==> src/verilog/bpu_pkg.sv <==
package bpu_pkg;

    localparam int XLEN = 32;

    typedef logic [XLEN-1:0] addr_t;

    // bimodal direction table
    localparam int BIM_ENTRIES = 512;
    localparam int BIM_IDX_W   = 9;   // pc[9:1]

    typedef logic [1:0] ctr_t;

    localparam ctr_t CTR_WEAK_NT = 2'b01;

    // branch target buffer, direct mapped
    localparam int BTB_ENTRIES = 256;
    localparam int BTB_IDX_W   = 8;   // pc[9:2]
    localparam int BTB_TAG_W   = 22;  // pc[31:10]

    // return address stack
    localparam int RAS_DEPTH = 32;
    localparam int RAS_PTR_W = 6;     // count 0..32

    localparam logic [6:0] OP_BRANCH = 7'b1100011;
    localparam logic [6:0] OP_JAL    = 7'b1101111;
    localparam logic [6:0] OP_JALR   = 7'b1100111;

    localparam logic [4:0] REG_RA = 5'd1;
    localparam logic [4:0] REG_T0 = 5'd5;

    // one instruction word, seen through the formats the predictor needs
    typedef union packed {
        struct packed {
            logic       imm_12;
            logic [5:0] imm_10_5;
            logic [4:0] rs2;
            logic [4:0] rs1;
            logic [2:0] funct3;
            logic [3:0] imm_4_1;
            logic       imm_11;
            logic [6:0] opcode;
        } b_fmt;
        struct packed {
            logic       imm_20;
            logic [9:0] imm_10_1;
            logic       imm_11;
            logic [7:0] imm_19_12;
            logic [4:0] rd;
            logic [6:0] opcode;
        } j_fmt;
        struct packed {
            logic [11:0] imm;
            logic [4:0]  rs1;
            logic [2:0]  funct3;
            logic [4:0]  rd;
            logic [6:0]  opcode;
        } i_fmt;
    } inst_t;

endpackage

==> src/verilog/bpu_control.sv <==
`timescale 1ns/1ps

module bpu_control (
    input  bpu_pkg::addr_t if_pc_i,
    input  logic           if_is_branch_i,
    input  logic           if_is_jal_i,
    input  logic           if_is_jalr_i,
    input  logic           if_is_ret_i,
    input  bpu_pkg::addr_t if_b_off_i,
    input  bpu_pkg::addr_t if_j_off_i,
    input  bpu_pkg::ctr_t  bim_ctr_i,
    input  logic           btb_hit_i,
    input  bpu_pkg::addr_t btb_target_i,
    input  bpu_pkg::addr_t ras_top_i,
    input  logic           ras_empty_i,
    input  logic           ex_valid_i,
    input  logic           ex_taken_i,
    input  logic           ex_is_ret_i,
    output logic           is_cf_o,
    output logic           pred_taken_o,
    output bpu_pkg::addr_t pred_target_o,
    output logic           train_o,
    output logic           btb_wr_o,
    output logic           ras_pop_o
);

    bpu_pkg::addr_t pc_plus4;

    assign pc_plus4 = if_pc_i + bpu_pkg::XLEN'(4);
    assign is_cf_o  = if_is_branch_i || if_is_jal_i || if_is_jalr_i;

    always_comb begin
        pred_taken_o  = 1'b0;
        pred_target_o = pc_plus4;
        if (if_is_ret_i) begin
            if (!ras_empty_i) begin
                pred_taken_o  = 1'b1;
                pred_target_o = ras_top_i;
            end
        end else if (if_is_jal_i) begin
            pred_taken_o  = 1'b1;
            pred_target_o = btb_hit_i ? btb_target_i : if_pc_i + if_j_off_i;
        end else if (is_cf_o) begin
            pred_taken_o = bim_ctr_i[1];  // counter msb is the direction
            if (pred_taken_o) begin
                if (btb_hit_i)
                    pred_target_o = btb_target_i;
                else if (if_is_branch_i)
                    pred_target_o = if_pc_i + if_b_off_i;
                // indirect jump without a btb entry stays at pc+4
            end
        end
    end

    // execute feedback strobes
    assign train_o   = ex_valid_i;
    assign btb_wr_o  = ex_valid_i && ex_taken_i;
    assign ras_pop_o = ex_valid_i && ex_taken_i && ex_is_ret_i;

endmodule

==> config.mk <==
export PLATFORM = sky130hd
export DESIGN_NAME = bpu_control
export DESIGN_NICKNAME = d
export VERILOG_FILES = /design/src/verilog/bpu_pkg.sv /design/src/verilog/bpu_control.sv
export SDC_FILE = /design/constraint.sdc
export NUM_CORES = 1
export LEC_CHECK = 0
export BUFFER_PORTS_ARGS = -buffer_cell sky130_fd_sc_hd__clkbuf_2
export CAP_MARGIN = 5
export CORE_MARGIN = 2
export CORE_UTILIZATION = 57
export DETAILED_ROUTE_END_ITERATION = 8
export MAX_ROUTING_LAYER = met4
export PLACE_DENSITY = 0.9
export SYNTH_ARGS = -nofsm -noshare
export SYNTH_HDL_FRONTEND = slang
export SYNTH_SLANG_ARGS = --single-unit
==> constraint.sdc <==
create_clock -name vclk -period 6.5
set_input_delay 1.3 -clock vclk [all_inputs]
set_output_delay 1.3 -clock vclk [all_outputs]
set_load 0.03 [all_outputs]
## After elaboration in Yosys (flattened, before gate mapping)

Cells that the tools add are included.

- $add $sub $neg: 3
- Multiply operators: 0
- Divide/modulo/power cells: 0
- Order comparisons: 0
- Eq/ne operators: 0
- Shifts and indexed selects: 0
- Mux-type cells: 12
- Bitwise gates (word level): 0
- Reduce and logical (&&, ||, !) cells: 4

Operator list:

| cell | number |
|---|---|
| $mux W32 | 8 |
| $add A32 B32 Y32 | 2 |
| $add A32 B3 Y32 const B | 1 |
| $mux W1 | 4 |
| $logic_and A1 B1 Y1 | 2 |
| $logic_or A1 B1 Y1 | 2 |

- Bits in registers: 0
- Bits in latches: 0
- RAM bits: 0
- Bits in read-only memories: 0
- Input port bits: 171
- Output and inout port bits: 37
- Memories kept: 0

## Longest topological paths before layout

- Depth in word-level cells: 7
- Mapped depth: 12

## Worst setup path before layout

OpenSTA, ideal clock, no wires.

- Kind: input -> output
- Start: input port if_pc_i[1]
- End: output port pred_target_o[29]
- Arrival: 4.778 ns
- Data required time: 5.200 ns
- Slack: 0.422 ns
- Stages on the path: 10
- Buffers on the path: 0
- Cell sequence: ha_1 a211o_1 a211oi_1 nor3_1 o211ai_1 a31oi_1 a41oi_1 nand2b_1 a211oi_1 a2111oi_0

- Longest elaborated chain between the ends: 7
- Elaborated cells between the ends (all ways): 11
- Those cells by class: 3 x add/sub; 8 x mux

Ends and longest elaborated chain:

| item | RTL line | RTL |
|---|---|---|
| from (decl) | bpu_control.sv:4 | `input bpu_pkg::addr_t if_pc_i,` |
| $add A32 B3 Y32 / $add A32 B32 Y32 (equally long branches) | bpu_control.sv:29, bpu_control.sv:49 |  |
| $mux W32 | bpu_control.sv:48 | `else if (if_is_branch_i)` |
| $mux W32 | bpu_control.sv:46 | `if (btb_hit_i)` |
| $mux W32 | bpu_control.sv:45 | `if (pred_taken_o) begin` |
| $mux W32 | bpu_control.sv:43 | `end else if (is_cf_o) begin` |
| $mux W32 | bpu_control.sv:40 | `end else if (if_is_jal_i) begin` |
| $mux W32 (*) | bpu_control.sv:35 | `if (if_is_ret_i) begin` |
| to (decl) | bpu_control.sv:21 | `output bpu_pkg::addr_t pred_target_o,` |

Every way passes the cells marked *; elsewhere a longest branch is shown, timed or not.

## Final worst setup path

- Start: input port if_pc_i[1]
- End: output port pred_target_o[27]

The elaborated chain is that of the path after synthesis.

==> metrics.txt <==
CP arrival=4.76 ns; register area share after synthesis=0%; crit path time final=6.061 ns; synth warn=0; Worst-Margin Slew=0.9797 ns; GRT Resource Usage Total=39.42%; Power Dens Cells=98.52 nW/um2; Ant. Diodes=0; DRC viols=0; CTS resizes=0; Routed WL per cell=18.22 um; top cell type's share of synthesized area=14.11%; Startpoint Class=input port; cells after synthesis=879; seq_cells=0; port bufs=207; die outline height=103.0 um; WS Path Type=input port to primary output; area occupied by registers=0 um2; unrepaired setup endpoints after global routing=false; 1st-iter DRT viols=759; cell taking the most area after synthesis=ha_1; Inst Count DP=1183; DP Worst Slack=0.5991 ns; row cnt=36; Post-Route WL=21.55 mm; CTS Hold Bufs=0; crit path max fanout=5; Avg Cell Area, Syn=6.354 um2; Die Width=103.0 um; io pins=208; fin cells=1183; hold_sp=ex_valid_i; final setup violation count=0; Core Area=9639 um2; Synth Cell Area=5585 um2; Max-Cap Viols=0; hold path cells=2; detailed-placement wirelength estimate=17.23 mm; die area=10610 um2; ranking of synthesized cells by area=ha_1, a21oi_1, nand2_1; clock buffers=0; Lkg Pwr=3.156 nW; routed vias/inst=6.567; final hold violation count=0; Hold Path End=train_o; 1st-pass router iterations=6; outcome=complete, no violations; largest net degree at the start of global routing=49; first-pass GRT wire length=32.49 mm; final worst path period share=93.24%; antenna-violating nets left=0; TNS Setup=0 ns; synth unique cells=66; Vias=7769; vias in the first global route=6764; Critical Path Source=if_pc_i[1]; layout cells sized above 1=22.38%; Max rail drop VDD=0.05577 mV; data required time of the worst path=5.20 ns; max-slew violation count=0; syn nets=1115; Area growth syn-to-layout=19.83%; starting density of the core=57.94%; Post-CTS Setup Inserts=0; Final Worst Setup Slack=0.4392 ns; fmax=0.1650 GHz; Nets=1288; crit end category=primary output; GP Congestion=1.095; Min-Delay Path Class=input port to primary output; relative slew slack=34.45%; GR Overflow Total=0; initial antenna violation count=0
==> cell usage in the layout (no fill, tap or decap), types with 12 or more instances in the layout <==
cell	instances
nand4_1	13
o21a_1	14
nor3_1	21
nand2_1	108
nand3_1	25
a31oi_1	12
a21o_1	30
o211ai_1	36
ha_1	63
a21oi_1	105
nor2_1	72
o21ai_0	74
buf_4	12
xnor2_1	30
xor2_1	42
a211oi_1	18
inv_1	20
clkbuf_2	207
==> per-layer routing <==
layer | track usage [%] | vias up | routed length (um)
met2 | 64.34 | 506 | 9782
li1 | - | 3672 | -
met4 | 11.23 | 0 | 730
met1 | 50.18 | 3509 | 8569
met3 | 6.373 | 82 | 2471
met5 | - | - | 0
==> logic make-up (layout without fill, tap and decap cells) <==
group                      after synthesis  in the layout  synth area share (%)
AOI/OAI and AO/OA                      367            367                 42.63
xor gates and xnor gates                72             72                 11.29
muxes                                   10             10                 1.859
and+or+nand+nor                        297            297                 24.73
adders and majority gates               65             65                 14.83
buffers and inverters                   68            239                 4.659
==> cell type report <==
cell class                 count  area, um2
tap                          133      166.4
inverter                      20      75.07
fill                         946       2947
multi-input combinational    811       5325
timing repair buffer         219       1126
==> synthesized netlist by cell type (4+ instances only) <==
library cell  instances
o21a_1               14
a21o_1               30
nor2_1               72
mux2i_1               7
xnor2_1              30
a32o_1                4
nand2b_1              9
nand4_1              13
a21oi_1             105
a22o_1                5
o21bai_1              4
nor3_1               21
o31ai_1               9
a221oi_1              8
a221o_1               4
o211ai_1             36
or3_1                 5
nand3_1              25
o21ai_0              74
nand2_1             108
or2_2                 5
xor2_1               42
buf_1                 9
and4_1                4
and2_1                6
and3_1               10
a31oi_1              12
nor2b_1               6
clkbuf_1             37
inv_1                20
ha_1                 63
a211o_1               7
o22ai_1               9
a211oi_1             18
==> worst max-delay path, stage by stage <==
cell and delay [ns]:
clkbuf_2 0.13, ha_1 0.32, a211o_1 0.32, a211oi_1 0.40, nor3_1 0.19, o211ai_1 0.31
a31oi_1 0.22, a41oi_1 0.63, xnor2_1 0.20, mux2i_1 0.10, a221oi_1 0.36, clkbuf_2 0.27
==> power by group <==
group	total (W)	internal [W]	switching, W
Clock	0	0	0
Sequential	0	0	0
Combinational	0.000659	0.000255	0.000404
==> how the worst max path moves through the flow <==
stage               depth (start not counted)  slack [ns]                 to
detailed placement                         12        0.60  pred_target_o[27]
floorplan                                  10        0.42  pred_target_o[29]
finish                                     12        0.44  pred_target_o[27]
global route                               12        0.20  pred_target_o[27]
CTS                                        12        0.59  pred_target_o[27]
global placement                           12        0.65  pred_target_o[27]
==> stage by stage <==
step                      hold WS, ns  utilization, %  total power, W  area [um2]
after floorplan                 2.732               -       0.0004441        5585
after global placement          2.864           69.43       0.0006294        6693
after detailed placement        2.871           69.43       0.0006384        6693
after CTS                       2.872           69.43       0.0006419        6693
after global routing            2.894           69.43       0.0007134        6693
final                           2.875           69.43       0.0006594        6693
Note: power is estimated with default switching activity, not from simulation.
