### src/verilog/bpu_pkg.sv
package bpu_pkg;

    localparam int XLEN = 32;

    typedef logic [XLEN-1:0] addr_t;

    // bimodal direction table
    localparam int BIM_ENTRIES = 512;
    localparam int BIM_IDX_W   = 9;   // pc[9:1]

    typedef logic [1:0] ctr_t;

    localparam ctr_t CTR_WEAK_NT = 2'b01;

    // branch target buffer, direct mapped
    localparam int BTB_ENTRIES = 256;
    localparam int BTB_IDX_W   = 8;   // pc[9:2]
    localparam int BTB_TAG_W   = 22;  // pc[31:10]

    // return address stack
    localparam int RAS_DEPTH = 32;
    localparam int RAS_PTR_W = 6;     // count 0..32

    localparam logic [6:0] OP_BRANCH = 7'b1100011;
    localparam logic [6:0] OP_JAL    = 7'b1101111;
    localparam logic [6:0] OP_JALR   = 7'b1100111;

    localparam logic [4:0] REG_RA = 5'd1;
    localparam logic [4:0] REG_T0 = 5'd5;

    // one instruction word, seen through the formats the predictor needs
    typedef union packed {
        struct packed {
            logic       imm_12;
            logic [5:0] imm_10_5;
            logic [4:0] rs2;
            logic [4:0] rs1;
            logic [2:0] funct3;
            logic [3:0] imm_4_1;
            logic       imm_11;
            logic [6:0] opcode;
        } b_fmt;
        struct packed {
            logic       imm_20;
            logic [9:0] imm_10_1;
            logic       imm_11;
            logic [7:0] imm_19_12;
            logic [4:0] rd;
            logic [6:0] opcode;
        } j_fmt;
        struct packed {
            logic [11:0] imm;
            logic [4:0]  rs1;
            logic [2:0]  funct3;
            logic [4:0]  rd;
            logic [6:0]  opcode;
        } i_fmt;
    } inst_t;

endpackage

### src/verilog/bpu_ras.sv
`timescale 1ns/1ps

module bpu_ras (
    input  logic           clk,
    input  logic           rst,
    input  logic           push_i,
    input  bpu_pkg::addr_t push_addr_i,
    input  logic           pop_i,
    output bpu_pkg::addr_t top_o,
    output logic           empty_o
);

    localparam int SLOT_W = bpu_pkg::RAS_PTR_W - 1;

    bpu_pkg::addr_t stack_q [bpu_pkg::RAS_DEPTH];

    logic [bpu_pkg::RAS_PTR_W-1:0] sp_q;       // number of live entries
    logic [bpu_pkg::RAS_PTR_W-1:0] sp_popped;
    logic [SLOT_W-1:0]             top_idx;
    logic                          pop_ok;
    logic                          push_ok;

    // wraps to the last slot when full, which is the right top
    assign top_idx = sp_q[SLOT_W-1:0] - 1'b1;
    assign top_o   = stack_q[top_idx];
    assign empty_o = (sp_q == '0);

    // pop first, then push into the freed slot
    assign pop_ok    = pop_i && !empty_o;
    assign sp_popped = sp_q - {{(bpu_pkg::RAS_PTR_W-1){1'b0}}, pop_ok};
    assign push_ok   = push_i &&
                       (sp_popped != bpu_pkg::RAS_PTR_W'(bpu_pkg::RAS_DEPTH));

    always_ff @(posedge clk or posedge rst) begin
        if (rst) begin
            sp_q <= '0;
        end else begin
            sp_q <= sp_popped + {{(bpu_pkg::RAS_PTR_W-1){1'b0}}, push_ok};
        end
    end

    always_ff @(posedge clk) begin
        if (push_ok) begin
            stack_q[sp_popped[SLOT_W-1:0]] <= push_addr_i;
        end
    end

endmodule

### config.mk
export PLATFORM = sky130hd
export DESIGN_NAME = bpu_ras
export DESIGN_NICKNAME = d
export VERILOG_FILES = /design/src/verilog/bpu_pkg.sv /design/src/verilog/bpu_ras.sv
export SDC_FILE = /design/constraint.sdc
export NUM_CORES = 1
export LEC_CHECK = 0
export BUFFER_PORTS_ARGS = -buffer_cell sky130_fd_sc_hd__buf_2
export CAP_MARGIN = 20
export CORE_MARGIN = 2
export CORE_UTILIZATION = 34
export CTS_CLUSTER_SIZE = 12
export DETAILED_ROUTE_END_ITERATION = 10
export HOLD_SLACK_MARGIN = 0.1
export PLACE_DENSITY_LB_ADDON = 0.12
export SLEW_MARGIN = 10
export SYNTH_ARGS = -nofsm -noshare
export SYNTH_HDL_FRONTEND = slang
export SYNTH_SLANG_ARGS = --single-unit
### constraint.sdc
create_clock -name clk -period 4.7 [get_ports clk]
set_input_delay 0.705 -clock clk [delete_from_list [all_inputs] [get_ports clk]]
set_output_delay 0.705 -clock clk [all_outputs]
set_load 0.03 [all_outputs]
Word level (Yosys, flattened, before mapping)
Memories as Yosys holds them, arrays and structs flattened.
Index checks and enable logic that the tools add are counted.
{ "classes": {"bitwise": 0, "mul": 0, "reduce_logical": 4, "add_sub_neg": 3, "div_mod_pow": 0, "shift": 0, "n_lt_le_gt_ge": 0, "mux": 2, "eq_ne": 1} }
{ "op_table": {"columns": ["operator", "count"], "rows": [
  ["$add A6 B1 Y6", 1],
  ["$logic_not A6 Y1", 1],
  ["$ne A6 B6 Y1 const B", 1],
  ["$sub A6 B1 Y6", 1],
  ["$sub A5 B1 Y5 const B", 1],
  ["$logic_and A1 B1 Y1", 2],
  ["$mux W1", 2],
  ["$logic_not A1 Y1", 1]
]} }
{ "totals": {"latch_bits": 0, "out_inout_bits": 33, "reg_bits": 6, "mem_bits_rw": 1024, "n_memories": 1, "rom_bits": 0, "input_bits": 36, "elab_cells": 12} }
{ "memory_table": {"columns": ["memory", "depth", "word_bits", "read_ports", "rd_ports_with_merged_regs", "write_ports", "line", "source"], "rows": [
  ["stack_q", 32, 32, 1, 0, 1, "bpu_ras.sv:15", "bpu_pkg::addr_t stack_q [bpu_pkg::RAS_DEPTH];"]
]} }

Longest topological paths before layout
{ "logic_depth": {"ltp_word": 8, "mapped_depth": 16, "depth_no_buf": 12} }

Worst setup path before layout
Ideal clock, no wire load.
{ "synth_timing": {"path_type": "flip-flop to flip-flop", "startpoint": "register sp_q[0] (netlist bit)", "endpoint": "memory stack_q[1][0] (netlist bit), enable pin", "period_less_slack_ns": 4.493, "setup_time_ns": 0.421, "required_ns": 4.279, "path_slack_ns": 0.207, "stages_incl_launch_ff": 15, "arrival_ns": 4.071, "path_buffers": 4, "path_cell_list": "dfrtp_1 -> buf_6 -> buf_6 -> buf_6 -> inv_1 -> ha_1 -> buf_2 -> and3b_1 -> nor2b_1 -> ha_1 -> nor2b_2 -> xnor2_1 -> a21oi_1 -> or2_2 -> nor2_1"} }
{ "synth_between": {"elab_chain_cells": 8} }
{ "synth_lines": {"columns": ["item", "line", "source"], "rows": [
  ["start, declared", "bpu_ras.sv:17", "logic [bpu_pkg::RAS_PTR_W-1:0] sp_q;"],
  ["start signal, assigned", "bpu_ras.sv:38", "sp_q <= sp_popped + {{(bpu_pkg::RAS_PTR_W-1){1'b0}}, push_ok};"],
  ["$logic_not A6 Y1 (*)", "bpu_ras.sv:26", "assign empty_o = (sp_q == '0);"],
  ["named net empty_o", "bpu_ras.sv:10", "output logic empty_o"],
  ["$logic_not A1 Y1 (*)", "bpu_ras.sv:29", "assign pop_ok = pop_i && !empty_o;"],
  ["$logic_and A1 B1 Y1 (*)", "bpu_ras.sv:29", null],
  ["$sub A6 B1 Y6 (*)", "bpu_ras.sv:30", "assign sp_popped = sp_q - {{(bpu_pkg::RAS_PTR_W-1){1'b0}}, pop_ok};"],
  ["$ne A6 B6 Y1", "bpu_ras.sv:32", "(sp_popped != bpu_pkg::RAS_PTR_W'(bpu_pkg::RAS_DEPTH));"],
  ["$logic_and A1 B1 Y1", "bpu_ras.sv:31", "assign push_ok = push_i &&"],
  ["$mux W1", "bpu_ras.sv:43", "if (push_ok) begin"],
  ["$mux W1 (implied by the code)", "bpu_ras.sv:44", "stack_q[sp_popped[SLOT_W-1:0]] <= push_addr_i;"],
  ["end, declared", "bpu_ras.sv:15", null]
]} }
The timed path passes the listed nets; every way through them passes the cells marked *.

Final worst setup path
{ "layout_timing": {"startpoint": "register sp_q[4] (netlist bit)", "endpoint": "output top_o[27]"} }
{ "layout_between": {"elab_chain_cells": 2} }
{ "layout_lines": {"columns": ["item", "line", "source"], "rows": [
  ["$sub A5 B1 Y5", "bpu_ras.sv:24", "assign top_idx = sp_q[SLOT_W-1:0] - 1'b1;"],
  ["$mem_v2 Z32 W32", null, null],
  ["end, declared", "bpu_ras.sv:9", "output bpu_pkg::addr_t top_o,"]
]} }
Every way passes these cells.

==> results.ini <==
[worst_setup_path]
crit_buf_inv = 1
cp.required_ps = 3990
cp_top_family = compound AO/OA/AOI/OAI gates
slowest_stage = dfrtp_1
cpMostUsedCell = nor2_1
worst-path-max-fanout = 24
crit_type = reg -> out
max_stage_delay_ps = 860
end_kind = output pin
worst_setup_path_start_kind = flip-flop
path_cells = nor2_1, a31o_1, a21oi_4, o22ai_1, nor2_1, buf_2
arrival_ps = 3800

[routing]
vias = 19201
drcViolationCount = 0
avgRoutedWirePerCell_um = 28.3
routed_wl_mm = 104
dr.pass1.iters = 5
drt_first_iter_violations = 1534
ant_nets = 0
viasPerCell = 5.20

[timing]
final.min_clock_period_ps = 4510
drv_slew = 0
setup_viol = 0
period_share_pct = 96.0
slew_headroom_pct = 28.0
timing.setup.tns_ps = 0
hold_ws_ps = 292
finalClockSkew_ps = 21.1
rsz0062_at_grt = no
fmax_mhz = 222
finalHoldViolations = 0
worst_pin_slew_ps = 1080

[grt]
grt_pass1_wl_mm = 150
grt_pass1_vias = 20438
grt_usage_pct = 17.4
overflow = 0
grt_antenna_before_repair = 4
grt_max_degree = 101

[logic_synthesis]
syn_nets = 1931
syn-instance-count = 1891
yosys_warnings = 0
avgSynthCellArea_um2 = 21.1
ys_top_cells_by_count = edfxtp_1, nand2_1, mux4_2
ys_top_cells_by_area = edfxtp_1, mux4_2, nand2_1
synth_top_cell_area_share_pct = 76.9
yosys.cell_count.top_type = edfxtp_1
synth-edff-count = 1024
synth_cell_types = 48
syn_area_mm2 = 0.0400
async_flop_share_pct = 0.583
ys_seq_area_share_pct = 77.3
ys_ff_latch = 1030
synth_area_leader_cell = edfxtp_1
ys.flop_type = edfxtp_1

[clocking]
clkLatencyLatePin_ps = 680
htree_levels = 3
cts-resized-gates = 0
cts_buffer_depth = 3
cts_buffers = 112
clkSinkCount = 1030
cts.clk_slew.worst_paths_ps = 60
cts_tree = done
root_buffer = clkbuf_16

[job]
cap_violations = 0

[run_status]
status = complete, no violations

[pwr]
power_frac_seq_pct = 33.7
combPwrFrac_pct = 41.8
clkPwrFrac_pct = 24.5
net-switching-power_mw = 12.3
power_density_mw_per_mm2 = 712
p_sw_share_pct = 37.4
internal_power_mw = 20.5
p_leak_nw = 14.7
peakVddDrop_v = 0.000571
finalPower_mw = 32.8

[layout]
final_area_mm2 = 0.0461
antenna_cells = 0
nNetsFinal = 2112
drive_above_1_share_pct = 28.1
finalNonFillerCells = 3689
area_growth_pct = 15.4

[place]
place_hpwl_mm = 58.1
port_buffers = 68
dp.cells = 3475
gp_congestion = 0.762
postPlaceCellArea_mm2 = 0.0427

[min_path]
hp-class = in -> reg

[die]
start_util_pct = 34.4
rows = 125
die_h_um = 347
core_mm2 = 0.116
die_area_mm2 = 0.120
die_w_um = 347
ios = 69

[logic make-up after synthesis]
logic type                 count (synthesis)  synth area share [%]
AOI/OAI and AO/OA                         89                  1.77
muxes                                    288                  15.3
DFF                                     1030                  77.3
and+or+nand+nor                          364                  3.62
buffers and inverters                    106                  1.70
xor gates and xnor gates                  10                 0.238
adders and majority gates                  4                 0.125
[per-stage QoR]
| stage | setup WS, ps | utilization [%] |
|---|---|---|
| finish | 190 | 39.6 |
| global route | 23.1 | 39.6 |
| CTS | 25.5 | 39.6 |
| detailed placement | 625 | 36.7 |
| global placement | 656 | 36.7 |
| floorplan | 207 | - |
[sequential cells by signal, summed over array words and instances, names as in the netlist]
name and cells:
sp_q 6, stack_q 1024
[area by class of cell]
| class | count | area, um2 |
|---|---|---|
| fillers | 10499 | 70200 |
| flip-flops and latches | 1030 | 30900 |
| multi-input cells | 755 | 8710 |
| clock buffers | 141 | 2930 |
| well taps | 1524 | 1910 |
| repair buffers | 168 | 1250 |
| clock inverters | 66 | 393 |
| inverters | 5 | 18.8 |
[worst paths after layout]
path	start	depth (start not counted)	slack (ps)	end
max in group asynchronous	rst	3	3940	sp_q[0]
min in group asynchronous	rst	3	510	sp_q[0]
hold reg to reg	sp_q[5]	2	690	sp_q[5]
hold / removal	push_i	2	290	sp_q[0]
setup reg to reg	sp_q[4]	10	590	stack_q[8][15]
setup / recovery	sp_q[4]	6	190	top_o[27]
[layer usage]
metal  track usage [%]  wire length [um]  up-vias  share of wire (%)
met5                 0                13        -              0.012
met4              3.92              2050        2                2.0
met3              2.53              3790      129                3.6
met2              29.8             53100      415                 51
met1              23.3             45500    10507                 44
li1                  -                 -     8148                  -
[layout by cell type (no fill, tap or decap), drive strengths merged, types with 2 or more instances in the layout]
| cell type | netlist | layout |
|---|---|---|
| a21oi | 8 | 8 |
| a22oi | 2 | 2 |
| a32o | 32 | 32 |
| and2 | 2 | 2 |
| and3 | 2 | 2 |
| buf | 87 | 167 |
| bufinv | 0 | 3 |
| clkbuf | 14 | 141 |
| clkinv | 0 | 60 |
| dfrtp | 6 | 6 |
| edfxtp | 1024 | 1024 |
| ha | 4 | 4 |
| inv | 5 | 8 |
| mux2i | 32 | 32 |
| mux4 | 256 | 256 |
| nand2 | 266 | 266 |
| nand2b | 6 | 6 |
| nand3 | 2 | 2 |
| nor2 | 69 | 69 |
| nor2b | 6 | 6 |
| nor3 | 5 | 5 |
| o21ai | 4 | 4 |
| o22ai | 34 | 34 |
| o32a | 2 | 2 |
| xnor2 | 8 | 8 |
| xor2 | 2 | 2 |
[power groups by stage]
stage / Clock [mW] / Combinational [mW] / Sequential (mW)
6_report: 8.04 / 13.7 / 11.1
5_1_grt: 8.64 / 14.7 / 11.1
3_3_place_gp: 0 / 14.0 / 11.2
3_5_place_dp: 0 / 14.0 / 11.3
2_1_floorplan: 0 / 9.15 / 11.2
4_1_cts: 8.27 / 14.0 / 11.1
[timing repair]
action | CTS | global route
buffers inserted | 0 | 5
endpoints found under the hold margin | 6 | 0
setup endpoints to repair | 0 | 1
hold buffers | 1 | 0
Power figures use the tool's default switching activity.
