`src/verilog/bpu_pkg.sv`:
```
package bpu_pkg;

    localparam int XLEN = 32;

    typedef logic [XLEN-1:0] addr_t;

    // bimodal direction table
    localparam int BIM_ENTRIES = 512;
    localparam int BIM_IDX_W   = 9;   // pc[9:1]

    typedef logic [1:0] ctr_t;

    localparam ctr_t CTR_WEAK_NT = 2'b01;

    // branch target buffer, direct mapped
    localparam int BTB_ENTRIES = 256;
    localparam int BTB_IDX_W   = 8;   // pc[9:2]
    localparam int BTB_TAG_W   = 22;  // pc[31:10]

    // return address stack
    localparam int RAS_DEPTH = 32;
    localparam int RAS_PTR_W = 6;     // count 0..32

    localparam logic [6:0] OP_BRANCH = 7'b1100011;
    localparam logic [6:0] OP_JAL    = 7'b1101111;
    localparam logic [6:0] OP_JALR   = 7'b1100111;

    localparam logic [4:0] REG_RA = 5'd1;
    localparam logic [4:0] REG_T0 = 5'd5;

    // one instruction word, seen through the formats the predictor needs
    typedef union packed {
        struct packed {
            logic       imm_12;
            logic [5:0] imm_10_5;
            logic [4:0] rs2;
            logic [4:0] rs1;
            logic [2:0] funct3;
            logic [3:0] imm_4_1;
            logic       imm_11;
            logic [6:0] opcode;
        } b_fmt;
        struct packed {
            logic       imm_20;
            logic [9:0] imm_10_1;
            logic       imm_11;
            logic [7:0] imm_19_12;
            logic [4:0] rd;
            logic [6:0] opcode;
        } j_fmt;
        struct packed {
            logic [11:0] imm;
            logic [4:0]  rs1;
            logic [2:0]  funct3;
            logic [4:0]  rd;
            logic [6:0]  opcode;
        } i_fmt;
    } inst_t;

endpackage

```
`src/verilog/bpu_inst_decode.sv`:
```
`timescale 1ns/1ps

module bpu_inst_decode (
    input  bpu_pkg::inst_t inst_i,
    output logic           is_branch_o,
    output logic           is_jal_o,
    output logic           is_jalr_o,
    output logic           is_ret_o,
    output bpu_pkg::addr_t b_off_o,
    output bpu_pkg::addr_t j_off_o
);

    logic rs1_is_link;
    logic rd_is_zero;
    logic imm_is_zero;

    assign is_branch_o = (inst_i.b_fmt.opcode == bpu_pkg::OP_BRANCH);
    assign is_jal_o    = (inst_i.j_fmt.opcode == bpu_pkg::OP_JAL);
    assign is_jalr_o   = (inst_i.i_fmt.opcode == bpu_pkg::OP_JALR);

    // return is jalr x0, 0(ra) or jalr x0, 0(t0)
    assign rs1_is_link = (inst_i.i_fmt.rs1 == bpu_pkg::REG_RA) ||
                         (inst_i.i_fmt.rs1 == bpu_pkg::REG_T0);
    assign rd_is_zero  = (inst_i.i_fmt.rd == 5'd0);
    assign imm_is_zero = (inst_i.i_fmt.imm == 12'd0);

    assign is_ret_o = is_jalr_o && rd_is_zero && rs1_is_link && imm_is_zero;

    // b-type offset, 13 bits sign extended
    assign b_off_o = {{19{inst_i.b_fmt.imm_12}},
                      inst_i.b_fmt.imm_12,
                      inst_i.b_fmt.imm_11,
                      inst_i.b_fmt.imm_10_5,
                      inst_i.b_fmt.imm_4_1,
                      1'b0};

    // j-type offset, 21 bits sign extended
    assign j_off_o = {{11{inst_i.j_fmt.imm_20}},
                      inst_i.j_fmt.imm_20,
                      inst_i.j_fmt.imm_19_12,
                      inst_i.j_fmt.imm_11,
                      inst_i.j_fmt.imm_10_1,
                      1'b0};

endmodule

```
`config.mk`:
```
export PLATFORM = sky130hd
export DESIGN_NAME = bpu_inst_decode
export DESIGN_NICKNAME = d
export VERILOG_FILES = /design/src/verilog/bpu_pkg.sv /design/src/verilog/bpu_inst_decode.sv
export SDC_FILE = /design/constraint.sdc
export NUM_CORES = 1
export LEC_CHECK = 0
export ABC_AREA = 1
export BUFFER_PORTS_ARGS = -buffer_cell sky130_fd_sc_hd__buf_4
export CORE_UTILIZATION = 31
export DETAILED_ROUTE_END_ITERATION = 8
export MAX_ROUTING_LAYER = met4
export PLACE_DENSITY = 0.86
export SLEW_MARGIN = 5
export SYNTH_ARGS = -nofsm -noshare
export SYNTH_HDL_FRONTEND = slang
export SYNTH_SLANG_ARGS = --single-unit
```
`constraint.sdc`:
```
create_clock -name vclk -period 1.1
set_clock_uncertainty 0.2 [all_clocks]
set_input_delay 0.22 -clock vclk [all_inputs]
set_output_delay 0.22 -clock vclk [all_outputs]
set_load 0.02 [all_outputs]
```
Word-level counts from Yosys, hierarchy flattened
Cells that the tools add are included.

operators by class
  equality and inequality tests = 5
  reduce and logical (&&, ||, !) cells = 6

operators by type and width
  kind                  count
  $eq A7 B7 Y1 const B  3
  $logic_not A12 Y1     1
  $eq A5 B1 Y1 const B  1
  $eq A5 B3 Y1 const B  1
  $logic_not A5 Y1      1
  $logic_and A1 B1 Y1   3
  $logic_or A1 B1 Y1    1

word-level totals
  register bits = 0
  bits of input ports = 32
  output and inout bits = 68
  word-level logic and storage cells = 11

Longest topological paths before layout
Gate-level depths: netlist (run 1).

  word-level depth = 4
  depth in mapped cells = 6
  gate-level depth less buffers = 6

Worst setup path after synthesis (run 1)
OpenSTA, ideal clock, no wires.

  path type = in2out
  start point = input port inst_i[4] (netlist bit)
  end point = output port is_branch_o
  arrival = 1.009 ns
  data required time = 0.680 ns
  slack = -0.329 ns
  stages = 3
  buffers on the path = 0
  cell sequence = inv_1 -> nand3_4 -> nor4_1

on the way
  longest elaborated chain between the ends = 1

ends and longest elaborated chain
  item          line                   RTL
  from (decl)   bpu_inst_decode.sv:4   input bpu_pkg::inst_t inst_i,
  $eq A7 B7 Y1  bpu_inst_decode.sv:17  assign is_branch_o = (inst_i.b_fmt.opcode == bpu_pkg::OP_BRANCH);
  to (decl)     bpu_inst_decode.sv:5   output logic is_branch_o,

Every way passes these cells.

Worst setup path in the final report (run 1)
  start point = input port inst_i[7] (netlist bit)
  end point = output port is_ret_o

on the way
  longest elaborated chain between the ends = 4

ends and longest elaborated chain
  item                              line                   RTL
  $logic_not A5 Y1                  bpu_inst_decode.sv:24  assign rd_is_zero = (inst_i.i_fmt.rd == 5'd0);
  $logic_and A1 B1 Y1 (3 in a row)  bpu_inst_decode.sv:27  assign is_ret_o = is_jalr_o && rd_is_zero && rs1_is_link && imm_is_zero;
  to (decl)                         bpu_inst_decode.sv:8   output logic is_ret_o,

Every way passes these cells.

==> PnR_summary.wiki, run 1 <==
{| class="wikitable"
! Metric !! Value
|-
| Run status || complete, but fails checks
|-
| Violated checks || negative setup slack
|-
| M1 GR Usage || 9.56%
|-
| Worst Setup Slack post-DPL || -0.290 ns
|-
| Number of DRC violations after detailed-routing iteration 0 || 3
|-
| CP Launch Type || input pin
|-
| Worst voltage drop across the vdd grid || around 230 uV
|-
| Ports || 100
|-
| Global-route wire length before repair || 1610 um
|-
| Global route overflow || 0
|-
| Total Nets Final || between 150 and 200
|-
| Largest stage delay on the critical path || around 0.23 ns
|-
| Final sum of negative setup slack || -0.483 ns
|-
| CP Max Fanout || 2
|-
| Most congested layer reported by global routing || met2
|-
| Cell repeated most along the worst path || sky130_fd_sc_hd__buf_6
|-
| Switching portion of total power || about half
|-
| Cell internal pwr || roughly 0.00024 W
|-
| Leakage power of the design || 0.570 nW
|-
| Number of hold violations in the final report || 0
|-
| Area of the core || 1960 um^2
|-
| Met2 Resource Use GR || 19.5%
|-
| Seq pwr share || 0%
|-
| Worst path slowest cell || sky130_fd_sc_hd__or2_1
|-
| Share of the clock period used by the worst path after layout || 125%
|-
| Part of the total power dissipated in combinational logic || 100.0%
|-
| Detailed Routing Iterations Pass 1 || 2
|-
| Post-synthesis cell type count || 13
|-
| Vias in the first global route || roughly 400
|-
| Number of vias in the routed layout || slightly above 600
|-
| Die extent in y || between 40 and 50 um
|-
| Weighted congestion reported at the end of routability-driven placement || between 0.6 and 0.7
|-
| Pins Over Slew Limit || 0
|-
| Post-detailed-route wirelength per cell || between 8 and 9 um
|-
| Antenna cell count || 0
|-
| Met3 routing resource usage after global routing || less than 1%
|-
| Critical Setup Path Class || input pin to output pin
|-
| Data arrival time of the critical path || ~0.95 ns
|-
| Num sequential || 0
|-
| Setup repair after global routing missed its margin || true
|-
| # Max-Cap Violations || 0
|-
| Critical path capture point type || output pin
|-
| Number of clock-tree buffers in the layout || 0
|-
| Number of buffers inserted for hold repair after clock tree synthesis || 0
|-
| Cell family with most CP delay || simple AND/OR/NAND/NOR gates
|-
| Maximum clock frequency || roughly 0.73 GHz
|-
| Chip width || around 48 um
|-
| Residual DRC || 0
|-
| Overall global routing resource usage || a little under a tenth
|-
| Final WL || ~1400 um
|-
| CP Data Required Time || a little under 0.7 ns
|-
| Post-synthesis average cell area || about 6.6 um^2
|-
| Maximum number of pins on one net before global-route repair || 33
|-
| Placed Instance Area || ~970 um^2
|-
| Total setup buffers inserted after CTS || 0
|-
| Final critical path time including I/O delays and setup || 1.37 ns
|-
| Share of total power in the clock network || 0%
|-
| Initial Util || 33.1%
|-
| Worst path buffer plus inverter count || 2
|-
| Number of antenna violations at the first check in global routing || 0
|-
| DPL Wire Length || ~1200 um
|-
| Count of standard-cell rows || 16
|-
| Post-synthesis sequential area ratio || 0%
|-
| Setup violators final || 4
|-
| Net switching component of the power || around 0.00026 W
|-
| Power density over cell area || 484 nW/um^2
|-
| Post-DR vias/cell || between 3 and 4
|-
| Count of input and output buffers || 90
|-
| Share of post-route cells with drive strength above 1 || 83.6%
|-
| Mapped Area || approximately 650 um^2
|-
| Worst-case setup margin in the final layout || -0.271 ns
|-
| Cell count after synthesis || between 90 and 100
|-
| DIE AREA || 2280 um^2
|-
| Synth warn || 0
|-
| Path class of the lowest-slack min-delay path || input pin to output pin
|-
| Series of cell instances along the critical path || buf_6 > or2_1 > nor2_2 > nand2_2 > nor2_4 > buf_6
|-
| Storage cell area || 0 um^2
|-
| Cell area after layout || 1050 um^2
|-
| Syn-to-layout area delta || 61.5%
|-
| Remaining number of nets flagged by the antenna check after routing || 0
|}
layout make-up:
class,instances,area (um^2)
repair buffers,98,790
inverters,5,28.8
fillers,185,913
well taps,27,33.8
multi-input cells,31,196
cell families after synthesis:
family / count (synthesis) / share of synthesized area, %
simple gates: 29 / 22.5
other cells: 1 / 0.577
buf+inv: 69 / 76.9
power groups by stage:
| stage | Clock (W) | Combinational [W] | Sequential, W |
|---|---|---|---|
| after detailed placement | 0 | 0.000485 | 0 |
| after global routing | 0 | 0.000544 | 0 |
| after CTS | 0 | 0.000497 | 0 |
| final | 0 | 0.000507 | 0 |
| after global placement | 0 | 0.000478 | 0 |
| after floorplan | 0 | 0.000372 | 0 |
final timing paths:
check,start,end,cells after the start
max,inst_i[7],is_ret_o,6
min,inst_i[14],j_off_o[14],0
layer usage:
layer / up-vias / part of all wire, %
met1: 265 / 27
met3: 2 / 14
met5: - / 0
met2: 52 / 58
met4: 0 / 0.43
li1: 301 / -
layout by cell type (no fill, tap or decap), drive strengths merged:
| cell | instances |
|---|---|
| buf | 98 |
| nor2 | 16 |
| nand2 | 9 |
| inv | 4 |
| conb | 2 |
| nand3 | 2 |
| clkinv | 1 |
| nor4 | 1 |
| or2 | 1 |
cell usage after synthesis, drive strengths merged:
master | n | area (um^2)
buf | 64 | 480
nor2 | 16 | 72.6
nand2 | 9 | 38.8
inv | 5 | 18.8
nand3 | 2 | 22.5
conb | 1 | 3.75
nor4 | 1 | 6.26
or2 | 1 | 6.26
per-stage QoR:
step	hold slack [ns]	instances	utilization, %	total power (W)
finish	0.240	161	53.4	0.000507
global route	0.240	161	53.4	0.000544
CTS	0.240	161	51.7	0.000497
detailed placement	0.240	161	49.6	0.000485
global placement	0.240	161	49.6	0.000478
floorplan	0.292	100	-	0.000372
timing repair:
| action | 4_1_cts | 5_1_grt |
|---|---|---|
| setup endpoints to repair | 36 | 36 |
| gates resized for setup | 11 | 9 |
| pin swaps | 1 | 7 |
(Power assumes the default switching activity.)
==> inputs of run 2 (changes only) <==
--- a/config.mk
+++ b/config.mk
@@ -6,11 +6,10 @@
 export NUM_CORES = 1
 export LEC_CHECK = 0
 export ABC_AREA = 1
-export BUFFER_PORTS_ARGS = -buffer_cell sky130_fd_sc_hd__buf_4
-export CORE_UTILIZATION = 31
+export CORE_UTILIZATION = 44
 export DETAILED_ROUTE_END_ITERATION = 8
+export DONT_BUFFER_PORTS = 1
 export MAX_ROUTING_LAYER = met4
-export PLACE_DENSITY = 0.86
 export SLEW_MARGIN = 5
 export SYNTH_ARGS = -nofsm -noshare
 export SYNTH_HDL_FRONTEND = slang
==> constraint.sdc (replaced) <==
create_clock -name vclk -period 1.65
set_clock_uncertainty 0.2 [all_clocks]
set_input_delay 0.2475 -clock vclk [all_inputs]
set_output_delay 0.2475 -clock vclk [all_outputs]
set_load 0.02 [all_outputs]
==> run 2 against run 1 <==
Net effect:
- the flow now finishes without violations
- die area is 28% lower
- final area is 81% lower
- worst setup slack better by 0.58 ns
- routed wire length is 60% lower
- via count is 61% lower
- non-clock buffer count is 97 lower
- critical endpoint unchanged
- largest power group unchanged
==> PnR_summary.wiki, run 2 (same netlist as run 1, synthesis figures left out) <==
{| class="wikitable"
! Metric !! Value
|-
| CP Max Fanout || 2
|-
| Global route overflow || 0
|-
| Overall global routing resource usage || 4.98%
|-
| Number of clock-tree buffers in the layout || 0
|-
| Critical path capture point type || output pin
|-
| Area of the core || ~1300 um^2
|-
| Num sequential || 0
|-
| Most common cell after layout, fill and taps aside || sky130_fd_sc_hd__nor2_1
|-
| Detailed Routing Iterations Pass 1 || 1
|-
| Number of DRC violations after detailed-routing iteration 0 || 0
|-
| Ports || 100
|-
| Total Nets Final || 71
|-
| Post-DR vias/cell || around 4.6
|-
| Setup repair after global routing missed its margin || false
|-
| Total setup buffers inserted after CTS || 0
|-
| Run status || finished clean
|-
| Gates resized, CTS repair || 0
|-
| Count of standard-cell rows || 13
|-
| Power density over cell area || 115 nW/um^2
|-
| Highest-count cells in the layout ignoring fill and taps || 13 x sky130_fd_sc_hd__nor2_1, 7 x sky130_fd_sc_hd__nand2_1, 4 x sky130_fd_sc_hd__inv_1
|-
| CP Data Required Time || around 1.2 ns
|-
| Number of buffers inserted for hold repair after clock tree synthesis || 0
|-
| Data arrival time of the critical path || a little under 0.9 ns
|-
| Placed Instance Area || roughly 200 um^2
|-
| Worst path slowest cell || sky130_fd_sc_hd__nor2_2
|-
| DPL Wire Length || a little under 500 um
|-
| End of the critical path || is_ret_o
|-
| Path class of the lowest-slack min-delay path || input pin to output pin
|-
| Weighted congestion reported at the end of routability-driven placement || between 0.5 and 0.6
|-
| Storage cell area || 0 um^2
|-
| Setup violators final || 0
|-
| Worst voltage drop across the vdd grid || roughly 29 uV
|-
| Share of the clock period used by the worst path after layout || 81.1%
|-
| Worst Setup Slack post-DPL || about 0.3 ns
|-
| Remaining number of nets flagged by the antenna check after routing || 0
|-
| Final critical path time including I/O delays and setup || around 1.3 ns
|-
| Number of hold violations in the final report || 0
|-
| Critical Setup Path Class || input pin to output pin
|-
| Number of vias in the routed layout || 239
|-
| Maximum number of pins on one net before global-route repair || 34
|-
| Cell area after layout || ~200 um^2
|-
| Series of cell instances along the critical path || nand2_1 > inv_2 > nand2_2 > nor2_4 > nand2_2 > nor2_2
|-
| Chip width || 40.4 um
|-
| Largest stage delay on the critical path || 0.21 ns
|-
| Global-route wire length before repair || 579 um
|-
| Maximum clock frequency || approximately 0.75 GHz
|-
| Share of post-route cells with drive strength above 1 || ~22%
|-
| Pins Over Slew Limit || 0
|-
| Post-detailed-route wirelength per cell || between 10 and 15 um
|-
| Antenna cell count || 0
|-
| Leakage power of the design || about 0.077 nW
|-
| Count of input and output buffers || 0
|-
| Final sum of negative setup slack || 0 ns
|-
| Crit path launch || inst_i[1]
|-
| Cell repeated most along the worst path || sky130_fd_sc_hd__nand2_2
|-
| Vias in the first global route || 175
|-
| Residual DRC || 0
|-
| CP Launch Type || input pin
|-
| Syn-to-layout area delta || -69.4%
|-
| # Max-Cap Violations || 0
|-
| Die extent in y || roughly 40 um
|-
| Initial Util || about half
|-
| Final WL || between 500 and 600 um
|-
| Number of antenna violations at the first check in global routing || 0
|-
| Worst-case setup margin in the final layout || about 0.31 ns
|-
| DIE AREA || about 1600 um^2
|}
run 2: cell types whose count changed in the layout (fill, tap and decap cells not counted), sizes merged:
| cell | delta |
|---|---|
| buf | -97 |
| clkinv | -1 |
| inv | +1 |
run 2: where the power goes:
group / total, W / internal [W] / switching [W]
Clock: 0 / 0 / 0
Sequential: 0 / 0 / 0
Combinational: 0.0000229 / 0.00000831 / 0.0000146
run 2: how the worst min path moves through the flow:
stage          startpoint     endpoint  cells past startpoint
2_1_floorplan   inst_i[3]  is_branch_o                      1
3_3_place_gp   inst_i[18]  j_off_o[18]                      0
3_5_place_dp   inst_i[18]  j_off_o[18]                      0
4_1_cts        inst_i[18]  j_off_o[18]                      0
5_1_grt        inst_i[13]  j_off_o[13]                      0
6_report        inst_i[7]  b_off_o[11]                      0
run 2: routing by layer:
metal / GRT usage, % / share of wire [%] / wire length (um) / vias to the layer above
met4: 2.50 / 0 / 0 / 0
met3: 1.67 / 22 / 124 / 0
met1: 4.81 / 25 / 142 / 85
met2: 8.73 / 52 / 291 / 47
li1: - / - / - / 107
met5: - / 0 / 0 / -
run 2: layout make-up:
type                            instances  area [um^2]
Tap cell                               15         18.8
Multi-Input combinational cell         31          154
Fill cell                             168         1130
Timing Repair Buffer                    1         7.51
Inverter                                5         18.8
run 2: through the flow:
step	hold WS [ns]	utilization [%]	cells	total power, W
2_1_floorplan	0.381	-	100	0.000244
3_3_place_gp	0.295	14.9	52	0.0000226
3_5_place_dp	0.295	14.9	52	0.0000231
4_1_cts	0.295	14.9	52	0.0000231
5_1_grt	0.295	14.9	52	0.0000266
6_report	0.295	14.9	52	0.0000229
run 2: critical path: cells and delay by family:
kind,cells,cell delay [ns]
buffers and inverters,1,0.07
and+or+nand+nor,5,0.57
==> inputs of run 3 (changes only) <==
==> constraint.sdc (replaced) <==
create_clock -name vclk -period 1.1
set_clock_uncertainty 0.2 [all_clocks]
set_input_delay 0.165 -clock vclk [all_inputs]
set_output_delay 0.165 -clock vclk [all_outputs]
set_load 0.02 [all_outputs]
==> run 3 against run 2 <==
Net effect:
- utilization up 3.7 points
- via count increased by 15%
- final cell count up 3.8%
- flip-flop and latch count unchanged
- sequential share of layout area stayed put
- final area up 25%
- routed wire length rose by 11%
- count of clock-buffer cells in the layout did not move
- largest cell class unchanged
- highest routed layer unchanged
==> PnR_summary.wiki, run 3 (same netlist as run 1, synthesis figures left out) <==
{| class="wikitable"
! Metric !! Value
|-
| Final WL || 619 um
|-
| Cell internal pwr || between 0.000015 and 0.00002 W
|-
| Placed Instance Area || 225 um^2
|-
| Detailed Routing Iterations Pass 1 || 2
|-
| Part of the total power dissipated in combinational logic || 100.0%
|-
| # placed instances || 54
|-
| DPL Wire Length || approximately 520 um
|-
| Remaining number of nets flagged by the antenna check after routing || 0
|-
| CP Launch Type || input pin
|-
| Cell repeated most along the worst path || sky130_fd_sc_hd__nor2_4
|-
| Worst-case setup margin in the final layout || about 0.042 ns
|-
| Most common cell after layout, fill and taps aside || sky130_fd_sc_hd__nor2_1
|-
| Maximum number of pins on one net before global-route repair || 34
|-
| Chip width || just over 40 um
|-
| Worst path slowest cell || sky130_fd_sc_hd__or2_4
|-
| Cell family with most CP delay || simple AND/OR/NAND/NOR gates
|-
| Path class of the lowest-slack min-delay path || input pin to output pin
|-
| Seq pwr share || 0%
|-
| Setup violators final || 0
|-
| Setup repair after global routing missed its margin || true
|-
| Storage cell area || 0 um^2
|-
| Syn-to-layout area delta || -61.8%
|-
| Leakage power of the design || a little over 0.09 nW
|-
| Count of input and output buffers || 0
|-
| Largest stage delay on the critical path || approximately 0.24 ns
|-
| Share of total power in the clock network || 0%
|-
| Number of antenna violations at the first check in global routing || 0
|-
| Total Nets Final || 73
|-
| Series of cell instances along the critical path || or2_4 > nor2_4 > nand2_2 > nor2_4
|-
| Share of the clock period used by the worst path after layout || 96.2%
|-
| Maximum clock frequency || roughly 0.95 GHz
|-
| Global-route wire length before repair || 807 um
|-
| Number of clock-tree buffers in the layout || 0
|-
| Post-detailed-route wirelength per cell || 11.5 um
|-
| Vias in the first global route || 190
|-
| Pins Over Slew Limit || 0
|-
| Switching portion of total power || between 60% and 70%
|-
| Number of DRC violations after detailed-routing iteration 0 || 4
|-
| Cell area after layout || 248 um^2
|-
| Ports || 100
|-
| Run status || finished clean
|-
| Net switching component of the power || between 0.00002 and 0.00003 W
|-
| Post-DR vias/cell || slightly above 5
|-
| CP Max Fanout || 2
|-
| Count of standard-cell rows || 13
|-
| Highest-count cells in the layout ignoring fill and taps || 8 x sky130_fd_sc_hd__nor2_1, 6 x sky130_fd_sc_hd__nand2_1, 5 x sky130_fd_sc_hd__nor2_2, 4 x sky130_fd_sc_hd__inv_1
|-
| Worst path buffer plus inverter count || 0
|-
| Total of fill cells in the finished design || between 150 and 200
|-
| Number of hold violations in the final report || 0
|-
| Final critical path time including I/O delays and setup || approximately 1.1 ns
|-
| Power density over cell area || 167 nW/um^2
|-
| Critical Setup Path Class || input pin to output pin
|-
| Share of post-route cells with drive strength above 1 || approximately 46%
|-
| Antenna cell count || 0
|-
| Weighted congestion reported at the end of routability-driven placement || around 0.63
|-
| Overall global routing resource usage || approximately 6.9%
|-
| Global route overflow || 0
|-
| Residual DRC || 0
|-
| Die extent in y || 40.4 um
|-
| Initial Util || between 40% and 50%
|-
| Num sequential || 0
|-
| DIE AREA || 1630 um^2
|-
| Count of non-filler cells in the finished layout || between 50 and 60
|-
| Critical path capture point type || output pin
|-
| # Max-Cap Violations || 0
|-
| Worst Setup Slack post-DPL || -0.0328 ns
|-
| Worst voltage drop across the vdd grid || 55.2 uV
|-
| Area of the core || about 1300 um^2
|-
| Share of the core filled with cells in the final layout || 18.6%
|-
| Total setup buffers inserted after CTS || 0
|-
| Data arrival time of the critical path || between 0.6 and 0.7 ns
|-
| CP Data Required Time || roughly 0.73 ns
|-
| Number of vias in the routed layout || ~280
|}
## run 3: changes by cell type in the layout (fill, tap and decap cells not counted), moves of 2 or more
cell,delta
sky130_fd_sc_hd__nor2_1,-5
sky130_fd_sc_hd__nor2_4,+2
sky130_fd_sc_hd__nor2_2,+3
sky130_fd_sc_hd__buf_4,+2
## run 3: layout make-up
| cell class | count | area (um^2) | share of cell area, % |
|---|---|---|---|
| repair buffers | 3 | 22.5 | 9.09 |
| multi-input cells | 31 | 188 | 75.8 |
| well taps | 15 | 18.8 | 7.58 |
| inverters | 5 | 18.8 | 7.58 |
## run 3: power groups by stage
stage / combinational (W) / sequential, W / clock, W
after detailed placement: 0.0000365 / 0 / 0
after CTS: 0.0000372 / 0 / 0
after global placement: 0.0000347 / 0 / 0
after floorplan: 0.000367 / 0 / 0
final: 0.0000413 / 0 / 0
after global routing: 0.0000473 / 0 / 0
## run 3: worst paths after layout
| path | from | end | slack [ns] | cells past startpoint |
|---|---|---|---|---|
| hold / removal | inst_i[14] | j_off_o[14] | 0.13 | 0 |
| setup / recovery | inst_i[8] | is_ret_o | 0.04 | 4 |
## run 3: timing repair
| action | CTS | global route |
|---|---|---|
| endpoints found under the setup margin | 1 | 1 |
| hold buffers | 0 | 0 |
| gates resized for setup | 1 | 7 |
| pin swaps | 3 | 3 |
## run 3: metal layers
metal	GRT usage [%]	up-vias	wire length, um
li1	-	109	-
met1	8.33	117	187
met2	12.3	50	340
met3	1.11	0	92
met4	0.833	0	0
met5	-	-	0
## run 3: through the flow
stage               setup TNS, ns  hold slack (ns)  total power, W
floorplan                       0            0.182        0.000367
global placement          -0.0273            0.130       0.0000347
detailed placement        -0.0328            0.130       0.0000365
CTS                       -0.0106            0.130       0.0000372
global route             -0.00910            0.130       0.0000473
finish                          0            0.130       0.0000413
